--- src/source/memParamsPkg.sv ---
package memParamsPkg;

    // instruction and data word width
    localparam int DataWidth = 32;

    // counts byte stages 0 to 4
    localparam int StageWidth = 3;

    typedef enum logic {
        OP_LOAD,
        OP_STORE
    } memOpE;

    // loads are zero-extended, so no signed sizes
    typedef enum logic [1:0] {
        SIZE_BYTE,
        SIZE_HALF,
        SIZE_WORD
    } memSizeE;

    typedef enum logic [1:0] {
        ST_IDLE,
        ST_FETCH,
        ST_LOAD,
        ST_STORE
    } ctrlStateE;

endpackage

--- src/source/loadAssembler.sv ---
`timescale 1ns/10ps

module loadAssembler (
    input  logic                                clk,
    input  logic                                rst,
    input  logic                                i_start,
    input  logic                                i_capture,
    input  logic [memParamsPkg::StageWidth-1:0] i_index,
    input  memParamsPkg::memSizeE               i_size,
    input  logic [7:0]                          i_rdByte,
    output logic [memParamsPkg::DataWidth-1:0]  o_word
);
    localparam int Dw = memParamsPkg::DataWidth;

    memParamsPkg::memSizeE sizeQ;
    logic [Dw-1:0]         wordQ;
    logic [Dw-1:0]         merged;

    always_ff @(posedge clk) begin
        if (rst) begin
            sizeQ <= memParamsPkg::SIZE_WORD;
        end else if (i_start) begin
            sizeQ <= i_size;
        end
    end

    always_ff @(posedge clk) begin
        if (i_start) begin
            wordQ <= '0;
        end else if (i_capture) begin
            wordQ[8*i_index +: 8] <= i_rdByte;
        end
    end

    // last byte goes straight through so done can carry the full word
    always_comb begin
        merged = wordQ;
        if (i_capture) begin
            merged[8*i_index +: 8] = i_rdByte;
        end
        case (sizeQ)
            memParamsPkg::SIZE_BYTE: o_word = {{(Dw-8){1'b0}}, merged[7:0]};
            memParamsPkg::SIZE_HALF: o_word = {{(Dw-16){1'b0}}, merged[15:0]};
            default:                 o_word = merged;
        endcase
    end

endmodule

--- config.mk ---
export PLATFORM = sky130hd
export DESIGN_NAME = loadAssembler
export DESIGN_NICKNAME = d
export VERILOG_FILES = /design/src/source/memParamsPkg.sv /design/src/source/loadAssembler.sv
export SDC_FILE = /design/constraint.sdc
export NUM_CORES = 1
export LEC_CHECK = 0
export BUFFER_PORTS_ARGS = -buffer_cell sky130_fd_sc_hd__buf_4
export CAP_MARGIN = 0
export CORE_MARGIN = 10
export CORE_UTILIZATION = 45
export DETAILED_ROUTE_END_ITERATION = 10
export PLACE_DENSITY_LB_ADDON = 0.3
export SETUP_SLACK_MARGIN = 0.2
export SYNTH_ARGS = -nofsm -noshare
export SYNTH_HDL_FRONTEND = slang
export SYNTH_SLANG_ARGS = --single-unit
--- constraint.sdc ---
create_clock -name clk -period 3.1 [get_ports clk]
set_input_delay 0.62 -clock clk [delete_from_list [all_inputs] [get_ports clk]]
set_output_delay 0.62 -clock clk [all_outputs]
set_load 0.1 [all_outputs]
* Word level (Yosys, flattened, before mapping) *
Index checks and enable logic that the tools add are counted.

word-level totals
  flip-flop bits (word level) = 34
  logic and storage cells = 10
  output and inout port bits = 32

cells by class
  shift-type cells = 2
  reduce and logical (&&, ||, !) cells = 1
  equal/unequal tests = 1
  $add $sub $neg = 1
  muxes and demuxes = 3

operators by type and width
  operator                                                                  number
  32-bit case mux with 2 select lines                                       1
  6-bit negation with 34-bit output                                         1
  8-bit by 34-bit variable shift with 32-bit output (first input constant)  1
  8-bit by 34-bit indexed part select with 32-bit output                    1
  32-bit bitwise mux                                                        1
  32-bit two-way mux                                                        1
  2-bit by 1-bit == test with 1-bit output (second input constant)          1
  2-bit logical NOT                                                         1

* Logic depth before layout (Yosys ltp) *
  depth after elaboration = 5
  gate-level depth with buffers = 9

* Least setup slack after synthesis *
No wires, ideal clock.

  path type = input-to-output
  start = input i_index[0] (netlist name)
  end = output o_word[16] (netlist name)
  path slack = -1.684 ns
  stages on the path = 8
  required time = 2.480 ns
  arrival time = 4.164 ns
  cell sequence = clkbuf_1 inv_1 ha_1 ha_1 and3_1 clkbuf_1 nand4_1 a21boi_0

on the way
  word-level cells in the longest chain between the ends = 5

RTL lines
  element                                                                                                                      RTL line             source
  from (decl)                                                                                                                  loadAssembler.sv:8   input logic [memParamsPkg::StageWidth-1:0] i_index,
  6-bit negation with 34-bit output (*)                                                                                        loadAssembler.sv:39  merged[8*i_index +: 8] = i_rdByte;
  8-bit by 34-bit indexed part select with 32-bit output or 8-bit by 34-bit variable shift with 32-bit output (tied branches)  loadAssembler.sv:39
  32-bit bitwise mux (*)                                                                                                       loadAssembler.sv:39
  32-bit two-way mux (*)                                                                                                       n/a
  32-bit case mux with 2 select lines (*)                                                                                      loadAssembler.sv:41  case (sizeQ)
  to (decl)                                                                                                                    loadAssembler.sv:11  output logic [memParamsPkg::DataWidth-1:0] o_word

Every way passes the cells marked *; elsewhere a longest branch is shown, timed or not.

* Worst setup path in the final report *
  start = input i_index[1] (netlist name)
  end = output o_word[2] (netlist name)

The elaborated chain is that of the path after synthesis.

==> results_dict.tcl <==
set metrics [dict create \
    grt-ovfl-total 0 \
    drt_wl_total_microns 4870 \
    synth_cell_types 26 \
    fin_ws_ns 0.233 \
    r2r_slack_ns 2.11 \
    skew_ns 0 \
    ys_ff_latch 34 \
    hpwl_microns 3310 \
    arrival_ns 2.25 \
    irDropWorstVdd_v 0.000292 \
    r2r_end "sizeQ[1]" \
    cts_max_level 2 \
    power_switching_uw 260 \
    drive_gt1_frac 0.466 \
    rows 23 \
    yosys.area_share.adder 0.0336 \
    r2r_cells 3 \
    synthCells 204 \
    critical_path_class "in -> out" \
    fmax_mhz 349 \
    synth_area_sq_um 1860 \
    tightest_slew_ns 0.379 \
    slowest_stage "mux2_2" \
    clk_pin_slew_ns 0.07 \
    clkPwrFrac 0.354 \
    hold_depth 2 \
    yosys.area_share.simple 0.279 \
    die_h_microns 84.3 \
    num_io_pins 49 \
    synth_top_family_by_area "simple AND/OR/NAND/NOR gates" \
    yosys_warnings 0 \
    clock_latency_ns 0.28 \
    hold_path_class "reg -> reg" \
    critPathBufInv 5 \
    cpLargestDelayFamily "buffers and inverters" \
    vias 1536 \
    drt-wirelength-per-cell_microns 16.2 \
    post_synth.cell_area_avg_sq_um 9.12 \
    holdPathEnd "wordQ[4]" \
    power_frac_comb 0.180 \
    area_delta_synth_final_pct 44.9 \
    clk_path_buf_depth 2 \
    hp-start "wordQ[4]" \
    grt_use_total 0.131 \
    start_util 0.465 \
    grt-busiest-layer "met2" \
    p_per_area_nw_per_um2 352 \
    setup_violations 0 \
    slew_headroom 0.747 \
    drt_iter0_drc 103 \
    internal_power_uw 689 \
    seq_area_frac_synth 0.366 \
    gp_congestion 0.782 \
    period_share 0.925 \
    design_area_sq_um 2700 \
    core_sq_um 4000 \
    grt_use_met1 0.156 \
    grtUsageMet2 0.219 \
    diodes 0 \
    p_leak_uw 0.00120 \
    drt_pass1_iterations 4 \
    p_seq_frac 0.466 \
    cts_buffers 5 \
    grt_pass1_vias 1596 \
    path_max_fanout 7 \
    rsz0062_at_grt "true" \
    drv_slew 0 \
    outcome "finished clean" \
    start_kind "input pin" \
    gr-usage-met3 0.0406 \
    fp.dieW_microns 84.3 \
    timing.final.crit_period_ns 2.87 \
    postPlaceCellArea_sq_um 2450 \
    cp.depth 10 \
    antenna_found_initial 0 \
    swShare 0.274 \
    ant_nets 0 \
    dieArea_sq_um 7110 \
    hold_ws_ns 0.473 \
    fin_nets 272 \
    port_buffers 48 \
    critical_path.max_stage_delay_ns 0.36 \
    cp_cell_sequence "buf_4 -> inv_2 -> ha_4 -> ha_4 -> nand3b_1 -> nor4_4 -> buf_4 -> buf_12 -> mux2_2 -> buf_12" \
    final_hold_viol_count 0 \
    clock_sinks 34 \
    vias_per_cell 5.10 \
    drc_errors 0 \
    cts_tree "yes" \
    cp.required_ns 2.48 \
    maxCapViolations 0 \
    crit_path_end_kind "output pin" \
    muxShareOfSynthArea 0.187 \
    synth_xor_area_frac 0 \
    fin_tns_setup_ns 0 \
    grt_max_degree 44 \
    dpl_worst_slack_ns 0.102 \
    grt_pass1_wl_microns 7820 \
    synth_nets 226 \
    hold_buffers 0 \
    worstReg2RegStart "sizeQ[1]" \
    synth-compound-area-share 0.0585 \
    root_buffer "clkbuf_8" \
]
[sequential cells by signal, summed over array words and instances, names as in the netlist]
name	count
wordQ	32
sizeQ	2
[worst min-delay path, stage by stage (launching register included)]
cell      delay, ns
dfxtp_1        0.31
nand2b_1       0.06
mux2i_1        0.05
[power by group through the flow]
stage / registers [uW] / clock network (uW) / logic [uW]
floorplan: 453 / 0 / 116
global placement: 452 / 0 / 163
detailed placement: 452 / 0 / 165
CTS: 442 / 342 / 166
global route: 443 / 364 / 184
finish: 443 / 336 / 171
[layer usage]
layer / part of all wire / up-vias
li1: - / 780
met1: 0.43 / 718
met2: 0.51 / 34
met3: 0.050 / 4
met4: 0.0092 / 0
met5: 0 / -
[cell usage in the layout, fill, tap and decap left out, types with 2 or more instances in the layout]
cell type  synthesis  layout
mux2i_1           25      14
buf_4              8      49
nand2b_1          16      16
ha_4               0       2
mux2_4             2       2
a21oi_1            8       8
dfxtp_1           34      34
and3b_1            8       8
nor2b_4            0       9
clkbuf_8           0       6
nand4_1            8       8
buf_6              1       7
nand2_1            8       8
ha_1               5       3
inv_2              0       2
buf_12             0       2
nor2_1            26      18
mux2_2             6       6
and3_1            11      10
mux2i_2            0      11
nor2_4             0       8
a21boi_4           0       8
[kinds of logic after synthesis]
family	after synthesis
buf+inv	24
mux	33
flops	34
simple gates	91
compound gates	17
fa+ha+maj	5
[cell type report]
type | count | area, sq um
inverter | 3 | 11.3
sequential | 34 | 681
timing repair buffer | 60 | 527
tap | 50 | 62.6
clock buffer | 7 | 86.3
clock inverter | 1 | 5.00
multi-input combinational | 146 | 1320
fill | 316 | 1300
[how the worst max path moves through the flow]
stage / from / endpoint / slack [ns]
detailed placement: i_index[1] / o_word[20] / 0.10
floorplan: i_index[0] / o_word[6] / 0.20
finish: i_index[1] / o_word[2] / 0.23
CTS: i_index[1] / o_word[2] / 0.21
global route: i_index[1] / o_word[29] / 0.17
global placement: i_index[1] / o_word[21] / 0.17
[per-stage QoR]
stage,utilization,instances,total power (uW)
after detailed placement,0.613,288,617
after global routing,0.674,301,992
final,0.674,301,949
after floorplan,-,204,569
after CTS,0.640,297,950
after global placement,0.613,288,615
[synth_stat cells]
library cell	count	area [sq um]
a211o_1	1	8.76
a21boi_0	8	60.1
a21oi_1	8	40.0
and3_1	11	68.8
and3b_1	8	70.1
buf_1	1	3.75
buf_2	2	10.0
buf_4	8	60.1
buf_6	1	11.3
buf_8	1	15.0
clkbuf_1	8	30.0
dfxtp_1	34	681
ha_1	5	62.6
inv_1	3	11.3
mux2_2	6	67.6
mux2_4	2	30.0
mux2i_1	25	250
nand2_1	8	30.0
nand2b_1	16	100
nand3_1	1	5.00
nand3b_1	1	7.51
nand4_1	8	50.1
nor2_1	26	97.6
nor2b_1	10	62.6
nor4_4	1	21.3
or2_0	1	6.26
[timing repair]
| action | CTS | global route |
|---|---|---|
| setup buffers | 1 | 3 |
| gates cloned | 0 | 1 |
| endpoints found under the setup margin | 9 | 32 |
| endpoints found under the hold margin | 0 | 0 |
| resized for setup | 2 | 25 |
| pin swaps | 0 | 1 |
(Power assumes the default switching activity.)
