`src/source/memParamsPkg.sv`:
```
package memParamsPkg;

    // instruction and data word width
    localparam int DataWidth = 32;

    // counts byte stages 0 to 4
    localparam int StageWidth = 3;

    typedef enum logic {
        OP_LOAD,
        OP_STORE
    } memOpE;

    // loads are zero-extended, so no signed sizes
    typedef enum logic [1:0] {
        SIZE_BYTE,
        SIZE_HALF,
        SIZE_WORD
    } memSizeE;

    typedef enum logic [1:0] {
        ST_IDLE,
        ST_FETCH,
        ST_LOAD,
        ST_STORE
    } ctrlStateE;

endpackage

```
`src/source/memBusPkg.sv`:
```
package memBusPkg;

    // full bus address, modules keep only the low bits they decode
    localparam int MaxAddrWidth = 32;

    // instruction fetch, always four bytes
    typedef struct packed {
        logic                    valid;
        logic [MaxAddrWidth-1:0] addr;
    } fetchReqT;

    typedef struct packed {
        logic                               valid;
        memParamsPkg::memOpE                op;
        memParamsPkg::memSizeE              size;
        logic [MaxAddrWidth-1:0]            addr;
        logic [memParamsPkg::DataWidth-1:0] wdata;
    } dataReqT;

    // done is a one-cycle pulse
    typedef struct packed {
        logic                               done;
        logic [memParamsPkg::DataWidth-1:0] rdata;
    } memRespT;

    // one byte per cycle into the RAM
    typedef struct packed {
        logic                    we;
        logic [MaxAddrWidth-1:0] addr;
        logic [7:0]              wdata;
    } ramPortT;

endpackage

```
`src/source/memCtrl.sv`:
```
`timescale 1ns/10ps

module memCtrl #(
    parameter int AddrWidth = 16
) (
    input  logic                                   clk,
    input  logic                                   rst,
    input  logic                                   i_rdy,
    input  logic                                   i_ioBufferFull,
    input  memBusPkg::fetchReqT                    i_fetchReq,
    input  memBusPkg::dataReqT                     i_dataReq,
    input  logic [memParamsPkg::DataWidth-1:0]     i_asmWord,
    input  logic [7:0]                             i_storeByte,
    output memBusPkg::ramPortT                     o_ram,
    output logic                                   o_asmStart,
    output logic                                   o_asmCapture,
    output logic [memParamsPkg::StageWidth-1:0]    o_asmIndex,
    output memParamsPkg::memSizeE                  o_asmSize,
    output logic                                   o_slicerLoad,
    output logic [memParamsPkg::StageWidth-1:0]    o_slicerIndex,
    output memBusPkg::memRespT                     o_fetchResp,
    output memBusPkg::memRespT                     o_dataResp,
    output logic                                   o_fetchBusy,
    output logic                                   o_dataBusy
);
    localparam int Sw = memParamsPkg::StageWidth;

    memParamsPkg::ctrlStateE state;
    memParamsPkg::memSizeE   sizeQ;
    memParamsPkg::memSizeE   acceptSize;
    logic [Sw-1:0]           stage;
    logic [Sw-1:0]           byteCount;
    logic [Sw-1:0]           lastStage;
    logic [Sw-1:0]           addrOffset;
    logic [AddrWidth-1:0]    baseAddr;
    logic [AddrWidth-1:0]    acceptAddr;
    logic [AddrWidth-1:0]    ramAddr;
    logic                    frozen;
    logic                    accept;
    logic                    readState;
    logic                    xferDone;

    // everything holds while the output buffer is full or not ready
    assign frozen = i_ioBufferFull || !i_rdy;

    assign accept = (state == memParamsPkg::ST_IDLE) && !frozen &&
                    (i_dataReq.valid || i_fetchReq.valid);

    // data side wins when both wait
    assign acceptSize = i_dataReq.valid ? i_dataReq.size : memParamsPkg::SIZE_WORD;
    assign acceptAddr = i_dataReq.valid ? i_dataReq.addr[AddrWidth-1:0]
                                        : i_fetchReq.addr[AddrWidth-1:0];

    always_comb begin
        case (sizeQ)
            memParamsPkg::SIZE_BYTE: byteCount = Sw'(1);
            memParamsPkg::SIZE_HALF: byteCount = Sw'(2);
            default:                 byteCount = Sw'(4);
        endcase
    end

    // stores finish with the last write and reads one cycle after the last address
    assign lastStage = (state == memParamsPkg::ST_STORE) ? byteCount - Sw'(1) : byteCount;

    assign readState = (state == memParamsPkg::ST_FETCH) || (state == memParamsPkg::ST_LOAD);
    assign xferDone  = (state != memParamsPkg::ST_IDLE) && (stage == lastStage) && !frozen;

    always_ff @(posedge clk) begin
        if (rst) begin
            state <= memParamsPkg::ST_IDLE;
            stage <= '0;
        end else if (!frozen) begin
            case (state)
                memParamsPkg::ST_IDLE: begin
                    stage <= '0;
                    if (i_dataReq.valid) begin
                        state <= (i_dataReq.op == memParamsPkg::OP_STORE) ?
                                 memParamsPkg::ST_STORE : memParamsPkg::ST_LOAD;
                    end else if (i_fetchReq.valid) begin
                        state <= memParamsPkg::ST_FETCH;
                    end
                end
                default: begin
                    if (stage == lastStage) begin
                        state <= memParamsPkg::ST_IDLE;
                        stage <= '0;
                    end else begin
                        stage <= stage + Sw'(1);
                    end
                end
            endcase
        end
    end

    always_ff @(posedge clk) begin
        if (accept) begin
            baseAddr <= acceptAddr;
            sizeQ    <= acceptSize;
        end
    end

    // re-read the previous byte while frozen so the returning byte stays valid
    assign addrOffset = (frozen && readState) ? stage - Sw'(1) : stage;
    assign ramAddr    = baseAddr + {{(AddrWidth-Sw){1'b0}}, addrOffset};

    always_comb begin
        o_ram                      = '0;
        o_ram.addr[AddrWidth-1:0]  = ramAddr;
        o_ram.wdata                = i_storeByte;
        o_ram.we                   = (state == memParamsPkg::ST_STORE) && !frozen;
    end

    assign o_asmStart    = accept;
    assign o_asmSize     = acceptSize;
    assign o_asmCapture  = readState && (stage != '0) && !frozen;
    assign o_asmIndex    = stage - Sw'(1);
    assign o_slicerLoad  = accept && i_dataReq.valid;
    assign o_slicerIndex = stage;

    assign o_fetchResp.done  = xferDone && (state == memParamsPkg::ST_FETCH);
    assign o_fetchResp.rdata = o_fetchResp.done ? i_asmWord : '0;
    assign o_dataResp.done   = xferDone && (state != memParamsPkg::ST_FETCH);
    assign o_dataResp.rdata  = (o_dataResp.done && state == memParamsPkg::ST_LOAD) ?
                               i_asmWord : '0;

    assign o_fetchBusy = (state == memParamsPkg::ST_FETCH);
    assign o_dataBusy  = (state == memParamsPkg::ST_LOAD) || (state == memParamsPkg::ST_STORE);

    // a finished transfer hands the FSM back to idle
    doneReturnsIdle: assert property (@(posedge clk) disable iff (rst)
        (o_fetchResp.done || o_dataResp.done) |=> (state == memParamsPkg::ST_IDLE))
        else $error("FSM not idle in the cycle after done");

    writeInsideStore: assert property (@(posedge clk) disable iff (rst)
        o_ram.we |-> (stage < byteCount))
        else $error("RAM write past the bytes of the store");

endmodule

```
`config.mk`:
```
export PLATFORM = sky130hd
export DESIGN_NAME = memCtrl
export DESIGN_NICKNAME = d
export VERILOG_FILES = /design/src/source/memParamsPkg.sv /design/src/source/memBusPkg.sv /design/src/source/memCtrl.sv
export SDC_FILE = /design/constraint.sdc
export NUM_CORES = 1
export LEC_CHECK = 0
export ABC_AREA = 0
export BUFFER_PORTS_ARGS = -buffer_cell sky130_fd_sc_hd__buf_2
export CORE_AREA = 2 2 104 106
export CTS_BUF_LIST = sky130_fd_sc_hd__clkbuf_8
export DETAILED_ROUTE_END_ITERATION = 12
export DIE_AREA = 0 0 106 108
export PLACE_DENSITY_LB_ADDON = 0.12
export SYNTH_ARGS = -nofsm -noshare
export SYNTH_HDL_FRONTEND = slang
export SYNTH_SLANG_ARGS = --single-unit
export TNS_END_PERCENT = 5
```
`constraint.sdc`:
```
create_clock -name clk -period 3 [get_ports clk]
set_clock_uncertainty 0.2 [all_clocks]
set_input_delay 0.3 -clock clk [delete_from_list [all_inputs] [get_ports clk]]
set_output_delay 0.3 -clock clk [all_outputs]
set_load 0.01 [all_outputs]
```
Word level (Yosys, flattened, before mapping) --
Cells that the tools add are included.
Operators by class: mux-type cells 14, reduce and logical (&&, ||, !) cells 24, bitwise operators 1, add/sub/neg operators 4, eq/ne operators 7
Operator list (number):
- $mux 32 | 2
- $add 16x3->16 | 1
- $mux 16 | 1
- $logic_and 1x1->1 | 12
- $mux 3 | 4
- $mux 2 | 5
- $pmux 3 s2 | 1
- $sub 3x1->3 const B | 2
- $eq 2x1->1 const B | 2
- $eq 2x2->1 const B | 2
- $logic_not 2->1 | 2
- $logic_or 1x1->1 | 4
- $reduce_bool 2->1 | 2
- $add 3x1->3 const B | 1
- $eq 3x3->1 | 1
- $ne 3x3->1 const B | 1
- $reduce_and 3->1 | 1
- $reduce_bool 3->1 | 1
- $logic_not 1->1 | 2
- $ne 2x1->1 const B | 1
- $mux 1 | 1
- $not 1->1 | 1
Storage, ports and cells: flip-flop bits (word level) 23, output and inout bits 120

Depth between registers and ports, before layout --
word-level depth 10, depth in mapped cells 11, mapped depth without buffers 11

Worst setup path before layout --
No wires, ideal clock.
kind flip-flop to output port, start point register stage[0], in the netlist o_slicerIndex[0], end point output port o_ram[21] (netlist name), buffers on the path 0, arrival 2.420 ns, cell stages (with the launch flop) 10, path slack 0.080 ns, required time 2.500 ns, cells stage by stage dfxtp_1 inv_1 ha_1 o21ai_0 ha_1 a21oi_1 o21ai_0 nand3_1 nor2_1 xor2_1
RTL lines:
- start, declared | RTL line memCtrl.sv:31 | logic [Sw-1:0] stage;
- start signal, assigned | RTL line memCtrl.sv:88 | stage <= stage + Sw'(1);
- end, declared | RTL line memCtrl.sv:14 | output memBusPkg::ramPortT o_ram,

==> qor.csv <==
stage,metric,value,unit
clock_tree,cts.reportedPaths.clkPinSlew,0.09,ns
critical_path,worst-setup-path-type,register to output port,
critical_path,critPathCaptureType,output port,
critical_path,cpPeakStageDelay,0.37,ns
sta,layout_min_cycle_time,2.995,ns
logic_synthesis,syn_inst,254,
power_and_ir_drop,ir_worst_vdd,0.0001976,V
critical_path,cp_max_fo,3,
global_routing,grt-ovfl-total,0,
die,die_y,108,µm
sta,slew_violations,0,
critical_path,rr_worst_depth,7,
finish,final_nets,583,
logic_synthesis,synth_warnings,0,
finish,num_antenna_cells,0,
sta,fin_crit_sh,0.9982,
clock_tree,cts_tree,yes,
finish,syn_to_final_growth,52.30,%
sta,setup_violations,0,
die,die-area,0.01145,mm²
clock_tree,cts-hold-fix-buffers,0,
detailed_routing,routed_wl,7557,µm
detailed_routing,drc,0,
sta,worst_slack,0.005455,ns
clock_tree,htreeDepth,1,
placement,dpl.hpwl,5694,µm
logic_synthesis,ys.flop_type,edfxtp_1,
detailed_routing,ant_nets,0,
run_status,status,completed,
finish,postLayoutCoreUtil,0.3358,
power_and_ir_drop,power.leakage,1.942,nW
detailed_routing,dr.pass1.iters,5,
logic_synthesis,ys_types,34,
die,core,0.01023,mm²
global_routing,grt.total_usage,0.1274,
placement,io_buffers,168,
logic_synthesis,ys_ff_latch,23,
finish,multiInputGateArea,0.001531,mm²
critical_path,cpMaxStageDelayCell,fa_2,
global_routing,antenna_found_initial,0,
detailed_routing,wl_per_cell,13.49,µm
clock_tree,root_buffer,clkbuf_8,
critical_path,timing.critical_path.to,o_ram[22],
clock_tree,clockBufferDepth,2,
logic_synthesis,yosysSeqAreaShare,0.2840,
logic_synthesis,synth_edf_count,18,
finish,fin_cells,560,
flow_run,cap_violations,0,
finish,fill_cells,1100,
critical_path,required,2.50,ns
min_path,hold_path_class,primary input to register,
finish,drive_gt1_frac,0.5519,
detailed_routing,drt-vias-per-instance,4.300,
die,num_rows,37,
placement,place.gp.congestion,0.6706,
clock_tree,cts_made_buffers,3,
critical_path,startpoint_type,register,
placement,pre_cts_slack,0.02496,ns
critical_path,crit_chain,inv_2 -> ha_4 -> nand2_4 -> xnor2_2 -> ha_2 -> fa_2 -> a21o_1 -> and4_4 -> nand4_1 -> xnor2_1 -> buf_2,
detailed_routing,num_vias,2408,
critical_path,arrival,2.49,ns
die,start_util,0.2205,
critical_path,crit_start,state[0]$_SDFFE_PP0P_,
die,die_w,106,µm
global_routing,grt_max_degree,37,
clock_tree,clock_latency,0.26,ns
logic_synthesis,avgSynthCellArea,8.882,µm²
die,io_pins,265,
clock_tree,cts.sinks,23,
finish,seqCellArea,643.1,µm²
logic_synthesis,syn_area,0.002256,mm²
sta,hold_viol,0,
detailed_routing,drt-initial-drc-count,67,
critical_path,r2r_end,state[0]$_SDFFE_PP0P_,
sta,rsz0062_at_grt,yes,
global_routing,grt_pass1_vias,2380,
critical_path,reg2reg_slack,0.57,ns
logic_synthesis,async_flop_share,0,
placement,dp.cells,549,
sta,fmax,0.3339,GHz
power_and_ir_drop,cellPowerDensity,237.3,mW/mm²
global_routing,grt_pass1_wl,11650,µm
critical_path,r2r_start,sizeQ[0]$_DFFE_PP_,
==> through the flow <==
step	hold slack (ns)	cell area (µm²)	total power, mW	TNS, ns
CTS	0.05720	3344	0.8167	-0.9060
floorplan	0.1691	2312	0.5197	0
global placement	0.3569	3191	0.6029	0
global route	0.06978	3436	0.8639	-1.931
detailed placement	0.3534	3191	0.6059	0
finish	0.07106	3436	0.8151	0
==> metal layers <==
layer  up-vias  part of all wire  GRT usage
li1       1195                 -          -
met1      1090              0.41     0.1461
met2       117              0.50     0.2382
met3         6             0.079    0.03436
met4         0             0.013    0.02538
met5         -                 0          0
==> critical path: cells and delay by family (launching register included) <==
family	cells	cell delay (ns)
and+or+nand+nor	3	0.35
xor gates and xnor gates	2	0.26
DFF	1	0.34
AOI/OAI and AO/OA	1	0.22
adders and majority gates	3	0.86
buffers and inverters	2	0.20
==> flip-flops by register name (all words and copies together) (netlist names) <==
signal and flops:
state 2, sizeQ 2, o_slicerIndex 3, baseAddr 16
==> worst min path at each step <==
stage          from                       endpoint  slack (ns)  cells after the start
2_1_floorplan   rst  o_slicerIndex[0]$_SDFFE_PP0P_        0.17                      1
3_3_place_gp    rst          state[0]$_SDFFE_PP0P_        0.36                      2
3_5_place_dp    rst          state[0]$_SDFFE_PP0P_        0.35                      2
4_1_cts         rst          state[0]$_SDFFE_PP0P_        0.06                      2
5_1_grt         rst          state[0]$_SDFFE_PP0P_        0.07                      2
6_report        rst          state[0]$_SDFFE_PP0P_        0.07                      2
==> cells in the final DEF (no fill, tap or decap), types with 9 or more instances in the layout <==
cell and count:
and2_1 13, and3_1 52, buf_2 165, buf_4 18, conb_1 16, edfxtp_1 18
ha_1 9, mux2_2 16, nand2_1 12, xnor2_1 12
==> power breakdown <==
group	switching (mW)	internal, mW	total (mW)
registers	0.00972	0.361	0.371
logic	0.126	0.123	0.248
clock network	0.103	0.0927	0.196
==> cell families after synthesis <==
group	share of synthesized area
compound gates	0.04215
other cells	0.001662
xor+xnor	0.07765
mux	0.07987
buf+inv	0.1242
simple gates	0.3150
flops	0.2840
fa+ha+maj	0.07543
==> layout make-up <==
type,count,share of cell area
multi-input cells,202,0.4457
repair buffers,187,0.2953
flip-flops and latches,23,0.1872
well taps,136,0.04953
clock buffers,3,0.01202
inverters,8,0.008740
clock inverters,1,0.001457
==> synth_stat cells (2+ instances only) <==
master / number / area share
ha_1: 12 / 0.067
and4_1: 2 / 0.0078
nor2_1: 6 / 0.010
dfxtp_1: 5 / 0.044
nor3_1: 3 / 0.0067
nor2b_1: 7 / 0.019
edfxtp_1: 18 / 0.24
mux2_2: 16 / 0.080
clkbuf_1: 7 / 0.012
nand3_1: 5 / 0.011
nand4_1: 5 / 0.014
o21ai_0: 3 / 0.0067
xor2_1: 6 / 0.023
o211ai_1: 3 / 0.010
and2_1: 16 / 0.044
clkbuf_2: 5 / 0.011
xnor2_1: 14 / 0.054
a21oi_1: 6 / 0.013
and3_1: 53 / 0.15
nand2_1: 13 / 0.022
inv_1: 8 / 0.013
nor3b_1: 2 / 0.0067
buf_4: 25 / 0.083
nand2b_1: 4 / 0.011
==> repair_timing <==
item / CTS / global route
gates resized for setup: 15 / 18
endpoints found under the setup margin: 78 / 76
gates cloned: 2 / 0
setup buffers: 4 / 1
pin swaps: 10 / 25
(Power assumes the default switching activity.)
