## config.mk

```make
export PLATFORM = sky130hd
export DESIGN_NAME = storeSlicer
export DESIGN_NICKNAME = d
export VERILOG_FILES = /design/src/source/memParamsPkg.sv /design/src/source/storeSlicer.sv
export SDC_FILE = /design/constraint.sdc
export NUM_CORES = 1
export LEC_CHECK = 0
export BUFFER_PORTS_ARGS = -buffer_cell sky130_fd_sc_hd__buf_4
export CORE_UTILIZATION = 49
export DETAILED_ROUTE_END_ITERATION = 16
export PLACE_DENSITY = 0.78
export SLEW_MARGIN = 20
export SYNTH_ARGS = -nofsm -noshare
export SYNTH_HDL_FRONTEND = slang
export SYNTH_SLANG_ARGS = --single-unit
```

## constraint.sdc

```tcl
create_clock -name clk -period 0.9 [get_ports clk]
set_input_delay 0.135 -clock clk [delete_from_list [all_inputs] [get_ports clk]]
set_output_delay 0.135 -clock clk [all_outputs]
set_load 0.005 [all_outputs]
```

## src/source/memParamsPkg.sv

```systemverilog
package memParamsPkg;

    // instruction and data word width
    localparam int DataWidth = 32;

    // counts byte stages 0 to 4
    localparam int StageWidth = 3;

    typedef enum logic {
        OP_LOAD,
        OP_STORE
    } memOpE;

    // loads are zero-extended, so no signed sizes
    typedef enum logic [1:0] {
        SIZE_BYTE,
        SIZE_HALF,
        SIZE_WORD
    } memSizeE;

    typedef enum logic [1:0] {
        ST_IDLE,
        ST_FETCH,
        ST_LOAD,
        ST_STORE
    } ctrlStateE;

endpackage

```

## src/source/storeSlicer.sv

```systemverilog
`timescale 1ns/10ps

module storeSlicer (
    input  logic                                clk,
    input  logic                                rst,
    input  logic                                i_load,
    input  logic [memParamsPkg::DataWidth-1:0]  i_wdata,
    input  logic [memParamsPkg::StageWidth-1:0] i_index,
    output logic [7:0]                          o_byte
);
    logic [memParamsPkg::DataWidth-1:0] wordQ;

    // client bus value only matters at acceptance
    always_ff @(posedge clk) begin
        if (rst) begin
            wordQ <= '0;
        end else if (i_load) begin
            wordQ <= i_wdata;
        end
    end

    // little-endian, stage 0 is the lowest byte
    always_comb begin
        case (i_index)
            memParamsPkg::StageWidth'(0): o_byte = wordQ[7:0];
            memParamsPkg::StageWidth'(1): o_byte = wordQ[15:8];
            memParamsPkg::StageWidth'(2): o_byte = wordQ[23:16];
            default:                      o_byte = wordQ[31:24];
        endcase
    end

endmodule
```

Word level (Yosys, flattened, before mapping)
Cells that the tools add are included.
W data, S select, Z words.

word-level totals
  flip-flop bits (word level) = 32
  input bits = 38
  output and inout bits = 8
  logic and storage cells = 5

cells by class
  equal/unequal tests = 2
  multiplexer cells = 1
  reduce and logical (&&, ||, !) cells = 1

operators by type and width
  kind                  number
  $pmux W8 S3           1
  $eq A3 B1 Y1 const B  1
  $eq A3 B2 Y1 const B  1
  $logic_not A3 Y1      1

Logic depth before layout (Yosys ltp)
Gate-level depths: netlist of the first run.

  depth after elaboration = 2
  gate-level depth with buffers = 4
  mapped depth without buffers = 2

Least setup slack after synthesis of the first run
No wires, ideal clock.

  path kind = input port to output port
  start point = input i_index[0] (netlist bit)
  end point = output o_byte[0]
  arrival time = 815 ps
  required time = 765 ps
  path slack = -50 ps
  cell stages on the path = 3
  buffers on the path = 1
  cells stage by stage = buf_6 a21o_4 a221oi_1

between the ends
  longest elaborated chain between the ends = 2
  elaborated cells on any way between the ends = 4
  classes of those cells = eq/ne (2); mux (1); reduce/logical (1)

ends and longest elaborated chain
  element                               line               source
  start, declared                       storeSlicer.sv:8   input logic [memParamsPkg::StageWidth-1:0] i_index,
  $eq A3 B2 Y1 (tied with other cells)  storeSlicer.sv:24  case (i_index)
  $pmux W8 S3 *                         storeSlicer.sv:24
  end, declared                         storeSlicer.sv:9   output logic [7:0] o_byte

Mark *: on every way between the ends. The rest lies on a longest branch, timed or not.

Worst setup path after layout of the first run
  start point = register wordQ[3] (netlist bit)
  end point = output o_byte[3]

between the ends
  longest elaborated chain between the ends = 1

ends and longest elaborated chain
  element                 line               source
  start, declared         storeSlicer.sv:11  logic [memParamsPkg::DataWidth-1:0] wordQ;
  start signal, assigned  storeSlicer.sv:18  wordQ <= i_wdata;
  $pmux W8 S3             storeSlicer.sv:24

Every way passes these cells.

==> results of run 1 <==
[final timing paths]
path	end	slack, ns	cells after the start
worst max-delay path	o_byte[3]	-0.41	3
worst max register to register	wordQ[1]	0.13	3
worst min register to register	wordQ[30]	0.50	2
worst min-delay path	wordQ[30]	0.04	3
[logic make-up after synthesis]
logic type             after synthesis  share of synthesized area
AO/OA/AOI/OAI                        9                     0.0599
multiplexers                        40                      0.282
AND/OR/NAND/NOR                     41                      0.137
buffers and inverters               18                     0.0705
flip-flops                          32                      0.451
[metrics by stage]
step / hold slack (ns) / TNS [ns] / worst slack, ns / power [mW] / utilization
finish: 0.0381 / -2.95 / -0.413 / 3.06 / 0.753
global placement: 0.366 / -1.66 / -0.215 / 2.14 / 0.683
global route: 0.0397 / -3.50 / -0.496 / 3.20 / 0.753
floorplan: 0.207 / -0.0226 / -0.00322 / 1.90 / -
CTS: 0.0351 / -3.05 / -0.443 / 3.04 / 0.737
detailed placement: 0.377 / -1.76 / -0.229 / 2.16 / 0.683
[cells in the mapped netlist]
| master | number | share of area |
|---|---|---|
| buf_4 | 3 | 0.016 |
| nor2_1 | 33 | 0.087 |
| nor4b_1 | 8 | 0.049 |
| a21o_4 | 1 | 0.011 |
| mux2i_1 | 40 | 0.28 |
| a221oi_1 | 8 | 0.049 |
| clkbuf_1 | 3 | 0.0079 |
| buf_2 | 2 | 0.0070 |
| inv_1 | 8 | 0.021 |
| dfxtp_1 | 32 | 0.45 |
| buf_8 | 1 | 0.011 |
| buf_6 | 1 | 0.0079 |
[power groups by stage]
stage                     Sequential (mW)  Clock [mW]  Combinational (mW)
after global routing                 1.59       0.936               0.680
after floorplan                      1.56           0               0.339
after detailed placement             1.58           0               0.584
final                                1.58       0.855               0.628
after global placement               1.58           0               0.562
after CTS                            1.57       0.863               0.609
[timing repair]
action / CTS / global route
buffers inserted: 0 / 1
hold endpoints to repair: 0 / 0
pin swaps: 8 / 3
setup endpoints to repair: 8 / 8
resized for setup: 35 / 8
[critical path, stage by stage, from the launching register on]
cell and delay, ns:
dfxtp_2 0.37, mux2i_4 0.08, a221oi_2 0.26, buf_4 0.15
[metal layers]
layer	wire, um	part of all wire
met1	1470	0.43
met5	0	0
met3	147	0.043
met4	93	0.027
met2	1700	0.50
[layout make-up]
type,instances,area (um^2)
flip-flops and latches,32,671
fillers,183,681
clock buffers,8,58.8
well taps,31,38.8
multi-input cells,90,841
inverters,8,30.0
repair buffers,55,438
==> impl_metrics.csv, run 1 <==
group,metric,value,unit
setup_path,path_class,"flop to output port",
synth,synth_cells,140,
routing,wl_per_cell,15.3,um
finish,fin_nets,230,
global_routing,grtUsageTotal,0.244,
timing,max_slew_margin,0.784,
global_routing,grt_first_pass_wirelength,5.82,mm
setup_path,reg2reg_from,"wordQ[1]",
synth,synth_nets,178,
pwr,peakVddDrop,0.00138,V
setup_path,crit_path_start,"wordQ[3]",
global_routing,use_met3,0.0558,
setup_path,critPathMaxFanout,2,
routing,routed_wl,3.42,mm
floorplan,die-area,3120,um^2
worst_hold_path,min_from,"i_wdata[30]",
clocking,clk_latency,0.32,ns
finish,layout_commonest_cell,"buf_4",
pwr,power_density,1470,nW/um^2
placement,place_congestion,0.787,
floorplan,die_h,55.8,um
finish,top_register,"wordQ",
pwr,internal-power,2.27,mW
status,outcome,"finished, violations left",
finish,fin_area,2080,um^2
global_routing,grt_use_met2,0.425,
timing,layout_setup_ws,-0.413,ns
routing,drc,0,
floorplan,coreArea,2760,um^2
routing,vias_per_cell,5.32,
placement,place_area,1880,um^2
clocking,clkSlewWorstSetupHoldPaths,0.10,ns
setup_path,critPathCaptureType,"output port",
finish,diodes,0,
pwr,pwr-share-comb,0.205,
worst_hold_path,hold_path_class,"input port to flop",
synth,ys_seq_area_frac,0.451,
clocking,cts_buffers,5,
timing,fin_crit_sh,1.46,
clocking,ctsHoldBuffers,0,
finish,top_regs,"wordQ x32",
setup_path,critPathRequiredTime,0.76,ns
global_routing,grt_max_degree,33,
placement,port_buffers,45,
status,violations,"negative setup slack",
timing,hold_viol,0,
timing,max_freq,762,MHz
pwr,seq_power_share,0.515,
global_routing,overflow,0,
routing,drtPass1Iterations,6,
timing,fin_crit,1.31,ns
synth,avgSynthCellArea,10.1,um^2
run,maxCapViolations,0,
timing,worstMarginPinSlew,0.324,ns
timing,skew,0,ns
global_routing,antenna_found_initial,0,
synth,synth_area,1420,um^2
setup_path,cp-start-kind,"flop",
pwr,p_sw,796,uW
floorplan,die_w,55.8,um
clocking,tritoncts,"done",
timing,rsz0062_at_grt,"true",
timing,finalSetupViolCount,8,
global_routing,grt_pass1_vias,1239,
synth,ys_warn_count,0,
routing,antenna_left,0,
clocking,htree_num_levels,2,
finish,final_cell_mix,"buf_4 (53), mux2i_1 (35), nor2_1 (32)",
finish,largest_reg_flops,32,
routing,vias,1191,
routing,initialDrtViolationCount,30,
pwr,netSwitchingFraction,0.260,
clocking,cts_buffer_depth,2,
placement,dp_cells,215,
pwr,p_clk_frac,0.279,
placement,hpwl,2.34,mm
floorplan,io_pins,46,
finish,instances_no_fill,224,
setup_path,worstPathArrival,1.18,ns
global_routing,busiest_layer,"met2",
synth,ys_ff_latch,32,
floorplan,core.rowCount,19,
finish,drive_gt1_frac,0.575,
timing,drv_slew,0,
pwr,leakagePower,0.936,nW
synth,synth_cell_types,12,
clocking,root_buffer,"clkbuf_4",
floorplan,start_util,0.515,
global_routing,met1_usage,0.292,
clocking,cts_sinks,32,
finish,area_growth,46.3,%
No activity file was read; power rests on OpenSTA's default activity.
==> inputs of run 2 (changes only) <==
--- a/config.mk
+++ b/config.mk
@@ -5,10 +5,12 @@
 export SDC_FILE = /design/constraint.sdc
 export NUM_CORES = 1
 export LEC_CHECK = 0
+export ABC_AREA = 0
 export BUFFER_PORTS_ARGS = -buffer_cell sky130_fd_sc_hd__buf_4
 export CORE_UTILIZATION = 49
 export DETAILED_ROUTE_END_ITERATION = 16
 export PLACE_DENSITY = 0.78
+export RECOVER_POWER = 100
 export SLEW_MARGIN = 20
 export SYNTH_ARGS = -nofsm -noshare
 export SYNTH_HDL_FRONTEND = slang
==> constraint.sdc (replaced) <==
create_clock -name clk -period 0.9 [get_ports clk]
set_input_delay 0.135 -clock clk [delete_from_list [all_inputs] [get_ports clk]]
set_output_delay 0.135 -clock clk [all_outputs]
set_load 0.05 [all_outputs]
==> impl_metrics.csv, run 2 (synthesis results as in run 1) <==
group,metric,value,unit
routing,antenna_left,0,
finish,fill_cells,149,
routing,initialDrtViolationCount,34,
timing,max_slew_margin,0.626,
status,violations,"negative setup slack",
finish,drive_gt1_frac,0.610,
pwr,power_density,1570,nW/um^2
pwr,leakagePower,1.04,nW
worst_hold_path,hold_path_class,"input port to flop",
floorplan,die-area,3120,um^2
pwr,peakVddDrop,0.00147,V
global_routing,grt_max_degree,33,
finish,area_growth,63.3,%
finish,fin_area,2320,um^2
setup_path,critPathRequiredTime,0.76,ns
global_routing,overflow,0,
floorplan,core.rowCount,19,
finish,utilization,0.841,
setup_path,worstPathArrival,1.27,ns
timing,worstMarginPinSlew,0.560,ns
floorplan,die_h,55.8,um
clocking,ctsHoldBuffers,0,
placement,place_area,2050,um^2
setup_path,critPathMaxFanout,2,
routing,routed_wl,3.98,mm
floorplan,start_util,0.515,
finish,largest_reg_flops,32,
routing,vias,1245,
timing,tns,-3.78,ns
run,maxCapViolations,0,
timing,fin_crit_sh,1.56,
timing,finalSetupViolCount,8,
floorplan,coreArea,2760,um^2
timing,drv_slew,0,
global_routing,grtUsageTotal,0.266,
routing,drtPass1Iterations,4,
global_routing,grt_first_pass_wirelength,6.27,mm
routing,wl_per_cell,17.6,um
setup_path,critPathCaptureType,"output port",
setup_path,cp-start-kind,"flop",
clocking,cts_sinks,32,
finish,final_cell_mix,"buf_4 (45), mux2i_1 (33), nor2_1 (32)",
global_routing,antenna_found_initial,0,
placement,port_buffers,45,
finish,top_register,"wordQ",
status,outcome,"finished, violations left",
floorplan,die_w,55.8,um
floorplan,io_pins,46,
clocking,clkSlewWorstSetupHoldPaths,0.11,ns
finish,layout_commonest_cell,"buf_4",
placement,pre_cts_ws,-0.379,ns
timing,layout_setup_ws,-0.503,ns
clocking,clk_latency,0.34,ns
setup_path,path_class,"flop to output port",
placement,hpwl,2.47,mm
timing,max_freq,713,MHz
timing,skew,0,ns
timing,hold_viol,0,
timing,fin_crit,1.40,ns
placement,place_congestion,0.762,
clocking,cts_buffers,5,
clocking,root_buffer,"clkbuf_4",
finish,fin_nets,232,
finish,diodes,0,
global_routing,grt_pass1_vias,1300,
routing,vias_per_cell,5.51,
clocking,cts_buffer_depth,2,
clocking,htree_num_levels,2,
timing,rsz0062_at_grt,"true",
clocking,tritoncts,"done",
finish,top_regs,"wordQ x32",
routing,drc,0,
==> run 2: changes by cell type in the layout (fill, tap and decap cells not counted), sizes merged <==
cell	previous run	this run
bufinv	0	1
clkinv	0	1
buf	55	57
clkbuf	8	6
==> run 2: metal layers <==
layer  vias up  GRT usage  share of wire
met5         -          0              0
met4         0      0.132          0.020
met3         9     0.0512          0.041
met2        32      0.460           0.52
met1       609      0.314           0.42
li1        595          -              -
==> run 2: layout make-up <==
class | count | area (um^2) | share of cell area
inverter | 8 | 30.0 | 0.0130
sequential | 32 | 674 | 0.291
clock inverter | 2 | 35.0 | 0.0151
timing repair buffer | 57 | 499 | 0.215
multi-input combinational | 90 | 1000 | 0.431
tap | 31 | 38.8 | 0.0167
clock buffer | 6 | 41.3 | 0.0178
==> run 2: timing repair <==
action,CTS,global route
pin swaps,9,5
gates resized for setup,37,32
buffers inserted,3,1
setup endpoints to repair,8,8
endpoints found under the hold margin,0,0
cloned,0,0
==> run 2: final timing paths <==
kind / start / endpoint / slack [ns] / depth (start not counted)
setup / recovery: wordQ[11] / o_byte[3] / -0.50 / 3
setup reg to reg: wordQ[12] / wordQ[12] / 0.11 / 3
hold reg to reg: wordQ[31] / wordQ[31] / 0.51 / 2
hold / removal: i_wdata[19] / wordQ[19] / 0.02 / 3
==> run 2: report_power, final <==
group | internal, mW | switching (mW) | leakage, nW
clock | 0.582 | 0.531 | 0.0422
combinational | 0.465 | 0.466 | 0.727
sequential | 1.52 | 0.0730 | 0.274
==> run 2: metrics by stage <==
step / std cells / hold slack (ns) / total power [mW]
global placement: 224 / 0.369 / 2.38
detailed placement: 224 / 0.377 / 2.40
finish: 226 / 0.0152 / 3.63
floorplan: 140 / 0.207 / 2.10
CTS: 229 / 0.0115 / 3.55
global route: 226 / 0.0186 / 3.74
==> run 2: worst max-delay path, cell delays in order (launching register included) <==
cell	delay, ns
dfxtp_2	0.37
mux2i_2	0.09
a221oi_4	0.27
buf_6	0.19
==> inputs of run 3 (changes only) <==
--- a/config.mk
+++ b/config.mk
@@ -5,7 +5,8 @@
 export SDC_FILE = /design/constraint.sdc
 export NUM_CORES = 1
 export LEC_CHECK = 0
-export ABC_AREA = 0
+export ABC_AREA = 1
+export ABC_CLOCK_PERIOD_IN_PS = 900
 export BUFFER_PORTS_ARGS = -buffer_cell sky130_fd_sc_hd__buf_4
 export CORE_UTILIZATION = 49
 export DETAILED_ROUTE_END_ITERATION = 16
==> impl_metrics.csv, run 3 <==
group,metric,value,unit
setup_path,rrSetupSlack,0.23,ns
setup_path,path_buf_inv,1,
placement,place_area,1720,um^2
finish,layout_commonest_cell,"nand2_1",
setup_path,critPathRequiredTime,0.76,ns
timing,tns,-2.55,ns
setup_path,critPathMaxStageDelay,0.38,ns
finish,fin_nets,270,
clocking,clk_latency,0.33,ns
status,outcome,"finished, violations left",
global_routing,overflow,0,
global_routing,grtUsageTotal,0.228,
timing,fin_crit_sh,1.39,
clocking,cts_buffer_depth,2,
setup_path,reg2reg_from,"wordQ[0]",
finish,instances_no_fill,263,
synth,synth_edf_count,0,
timing,rsz0062_at_grt,"true",
clocking,tritoncts,"done",
global_routing,grt_pass1_vias,1231,
synth,ys_seq_area_frac,0.458,
routing,wl_per_cell,12.7,um
finish,area_growth,31.7,%
timing,layout_setup_ws,-0.350,ns
synth,avgSynthCellArea,7.49,um^2
finish,top_register,"wordQ",
setup_path,cp_slowest_cell,"dfxtp_1",
routing,vias_per_cell,5.35,
synth,ys.flop_type,"dfxtp_1",
clocking,root_buffer,"clkbuf_4",
finish,fill_cells,256,
synth,synth_common_cells,"nand2_1 (72), a21oi_1 (32), dfxtp_1 (32), nand3_1 (16), nand4_1 (16)",
synth,yosysTopAreaCellShare,0.458,
synth,ys_ff_latch,32,
finish,largest_reg_flops,32,
pwr,leakagePower,0.801,nW
timing,max_freq,800,MHz
timing,fin_crit,1.25,ns
timing,max_slew_margin,0.790,
synth,yosysMostFrequentCell,"nand2_1",
worst_hold_path,hold_path_class,"input port to flop",
finish,utilization,0.675,
synth,synthTopCellsByArea,"dfxtp_1 (46%), nand2_1 (19%), a21oi_1 (11%)",
synth,ys_warn_count,0,
clocking,ctsHoldBuffers,0,
timing,worstMarginPinSlew,0.315,ns
finish,drive_gt1_frac,0.293,
placement,dp_cells,254,
synth,synth_area,1400,um^2
floorplan,start_util,0.512,
clocking,cts_sinks,32,
floorplan,io_pins,46,
floorplan,die_w,55.5,um
worst_hold_path,min_from,"i_wdata[18]",
floorplan,coreArea,2730,um^2
placement,port_buffers,45,
placement,pre_cts_ws,-0.176,ns
timing,skew,0,ns
global_routing,grt_max_degree,33,
finish,final_cell_mix,"nand2_1 (72), buf_4 (43), a21oi_1 (32)",
setup_path,critPathCaptureType,"output port",
pwr,peakVddDrop,0.00137,V
setup_path,path_class,"flop to output port",
clocking,cts_buffers,5,
global_routing,grt_first_pass_wirelength,5.42,mm
synth,synth-async-reset-ratio,0,
worst_hold_path,whs_path_depth,3,
setup_path,cp-start-kind,"flop",
timing,drv_slew,0,
clocking,clkSlewWorstSetupHoldPaths,0.10,ns
floorplan,die-area,3080,um^2
placement,place_congestion,0.834,
synth,synth_cell_types,14,
setup_path,critPathTopFamily,"flip-flops",
routing,routed_wl,3.33,mm
pwr,power,3.02,mW
setup_path,cp_cell_sequence,"nand3_1 -> nand4_1 -> buf_6",
setup_path,worstPathArrival,1.11,ns
timing,finalSetupViolCount,8,
global_routing,antenna_found_initial,0,
worst_hold_path,holdPathEnd,"wordQ[18]",
timing,holdWs,0.0425,ns
finish,fin_area,1840,um^2
routing,drtPass1Iterations,4,
setup_path,critPathMaxFanout,2,
finish,diodes,0,
timing,hold_viol,0,
setup_path,r2r_cells,3,
pwr,power_density,1640,nW/um^2
synth,synth_cells,187,
routing,initialDrtViolationCount,69,
routing,antenna_left,0,
synth,synth_area_leader_cell,"dfxtp_1",
placement,hpwl,2.36,mm
floorplan,core.rowCount,19,
floorplan,die_h,55.5,um
synth,synth_nets,225,
routing,vias,1406,
routing,drc,0,
clocking,htree_num_levels,2,
setup_path,r2r-end,"wordQ[0]",
run,maxCapViolations,0,
finish,top_regs,"wordQ x32",
status,violations,"negative setup slack",
run 3: cell types whose count changed in the layout (fill, tap and decap cells not counted), moves of 3 or more:
cell,change
dfxtp_1,+23
nand2_1,+72
mux2i_2,-3
a221oi_4,-8
nand3_1,+15
a21oi_1,+32
dfxtp_2,-23
nand4_1,+16
mux2i_1,-33
nor2_1,-32
inv_1,-4
mux2i_4,-4
nor4b_4,-7
run 3: logic make-up (layout without fill, tap and decap cells):
logic type,Yosys count,after routing,synth area share
simple gates,105,105,0.336
buf+inv,17,62,0.0867
compound gates,33,33,0.120
flops,32,32,0.458
run 3: cell type report:
type	instances	area, um^2	area share
Clock buffer	7	65.1	0.0353
Timing Repair Buffer	52	433	0.235
Sequential cell	32	646	0.350
Multi-Input combinational cell	138	651	0.353
Tap cell	31	38.8	0.0210
Inverter	3	11.3	0.00611
run 3: metal layers:
| metal | vias to the layer above | part of all wire | track usage |
|---|---|---|---|
| met5 | - | 0 | 0 |
| met4 | 0 | 0.017 | 0.118 |
| met3 | 6 | 0.058 | 0.0515 |
| met2 | 41 | 0.47 | 0.351 |
| met1 | 642 | 0.46 | 0.299 |
| li1 | 717 | - | - |
run 3: what timing repair did:
item,4_1_cts,5_1_grt
setup endpoints to repair,8,8
hold endpoints to repair,0,0
pin swaps,8,1
gates resized for setup,27,3
buffers inserted,2,0
gates cloned,0,0
run 3: worst register-to-register path, cell delays in order, from the launching register on:
cell and delay (ns):
dfxtp_1 0.34, buf_4 0.11, nand2_1 0.04, a21oi_1 0.12
run 3: report_power, final:
group          internal [mW]  switching, mW  leakage (nW)  total (mW)
Clock                  0.442          0.470        0.0374       0.913
Sequential              1.50         0.0477         0.265        1.54
Combinational          0.251          0.308         0.498       0.560
Total                   2.19          0.827         0.801        3.02
run 3: worst max path at each step:
stage / start / end / slack, ns / cells past startpoint
final: wordQ[3] / o_byte[3] / -0.35 / 3
after global routing: wordQ[18] / o_byte[2] / -0.38 / 3
after CTS: wordQ[21] / o_byte[5] / -0.33 / 3
after detailed placement: i_index[1] / o_byte[2] / -0.18 / 5
after global placement: i_index[1] / o_byte[4] / -0.15 / 5
after floorplan: i_index[1] / o_byte[0] / -0.24 / 4
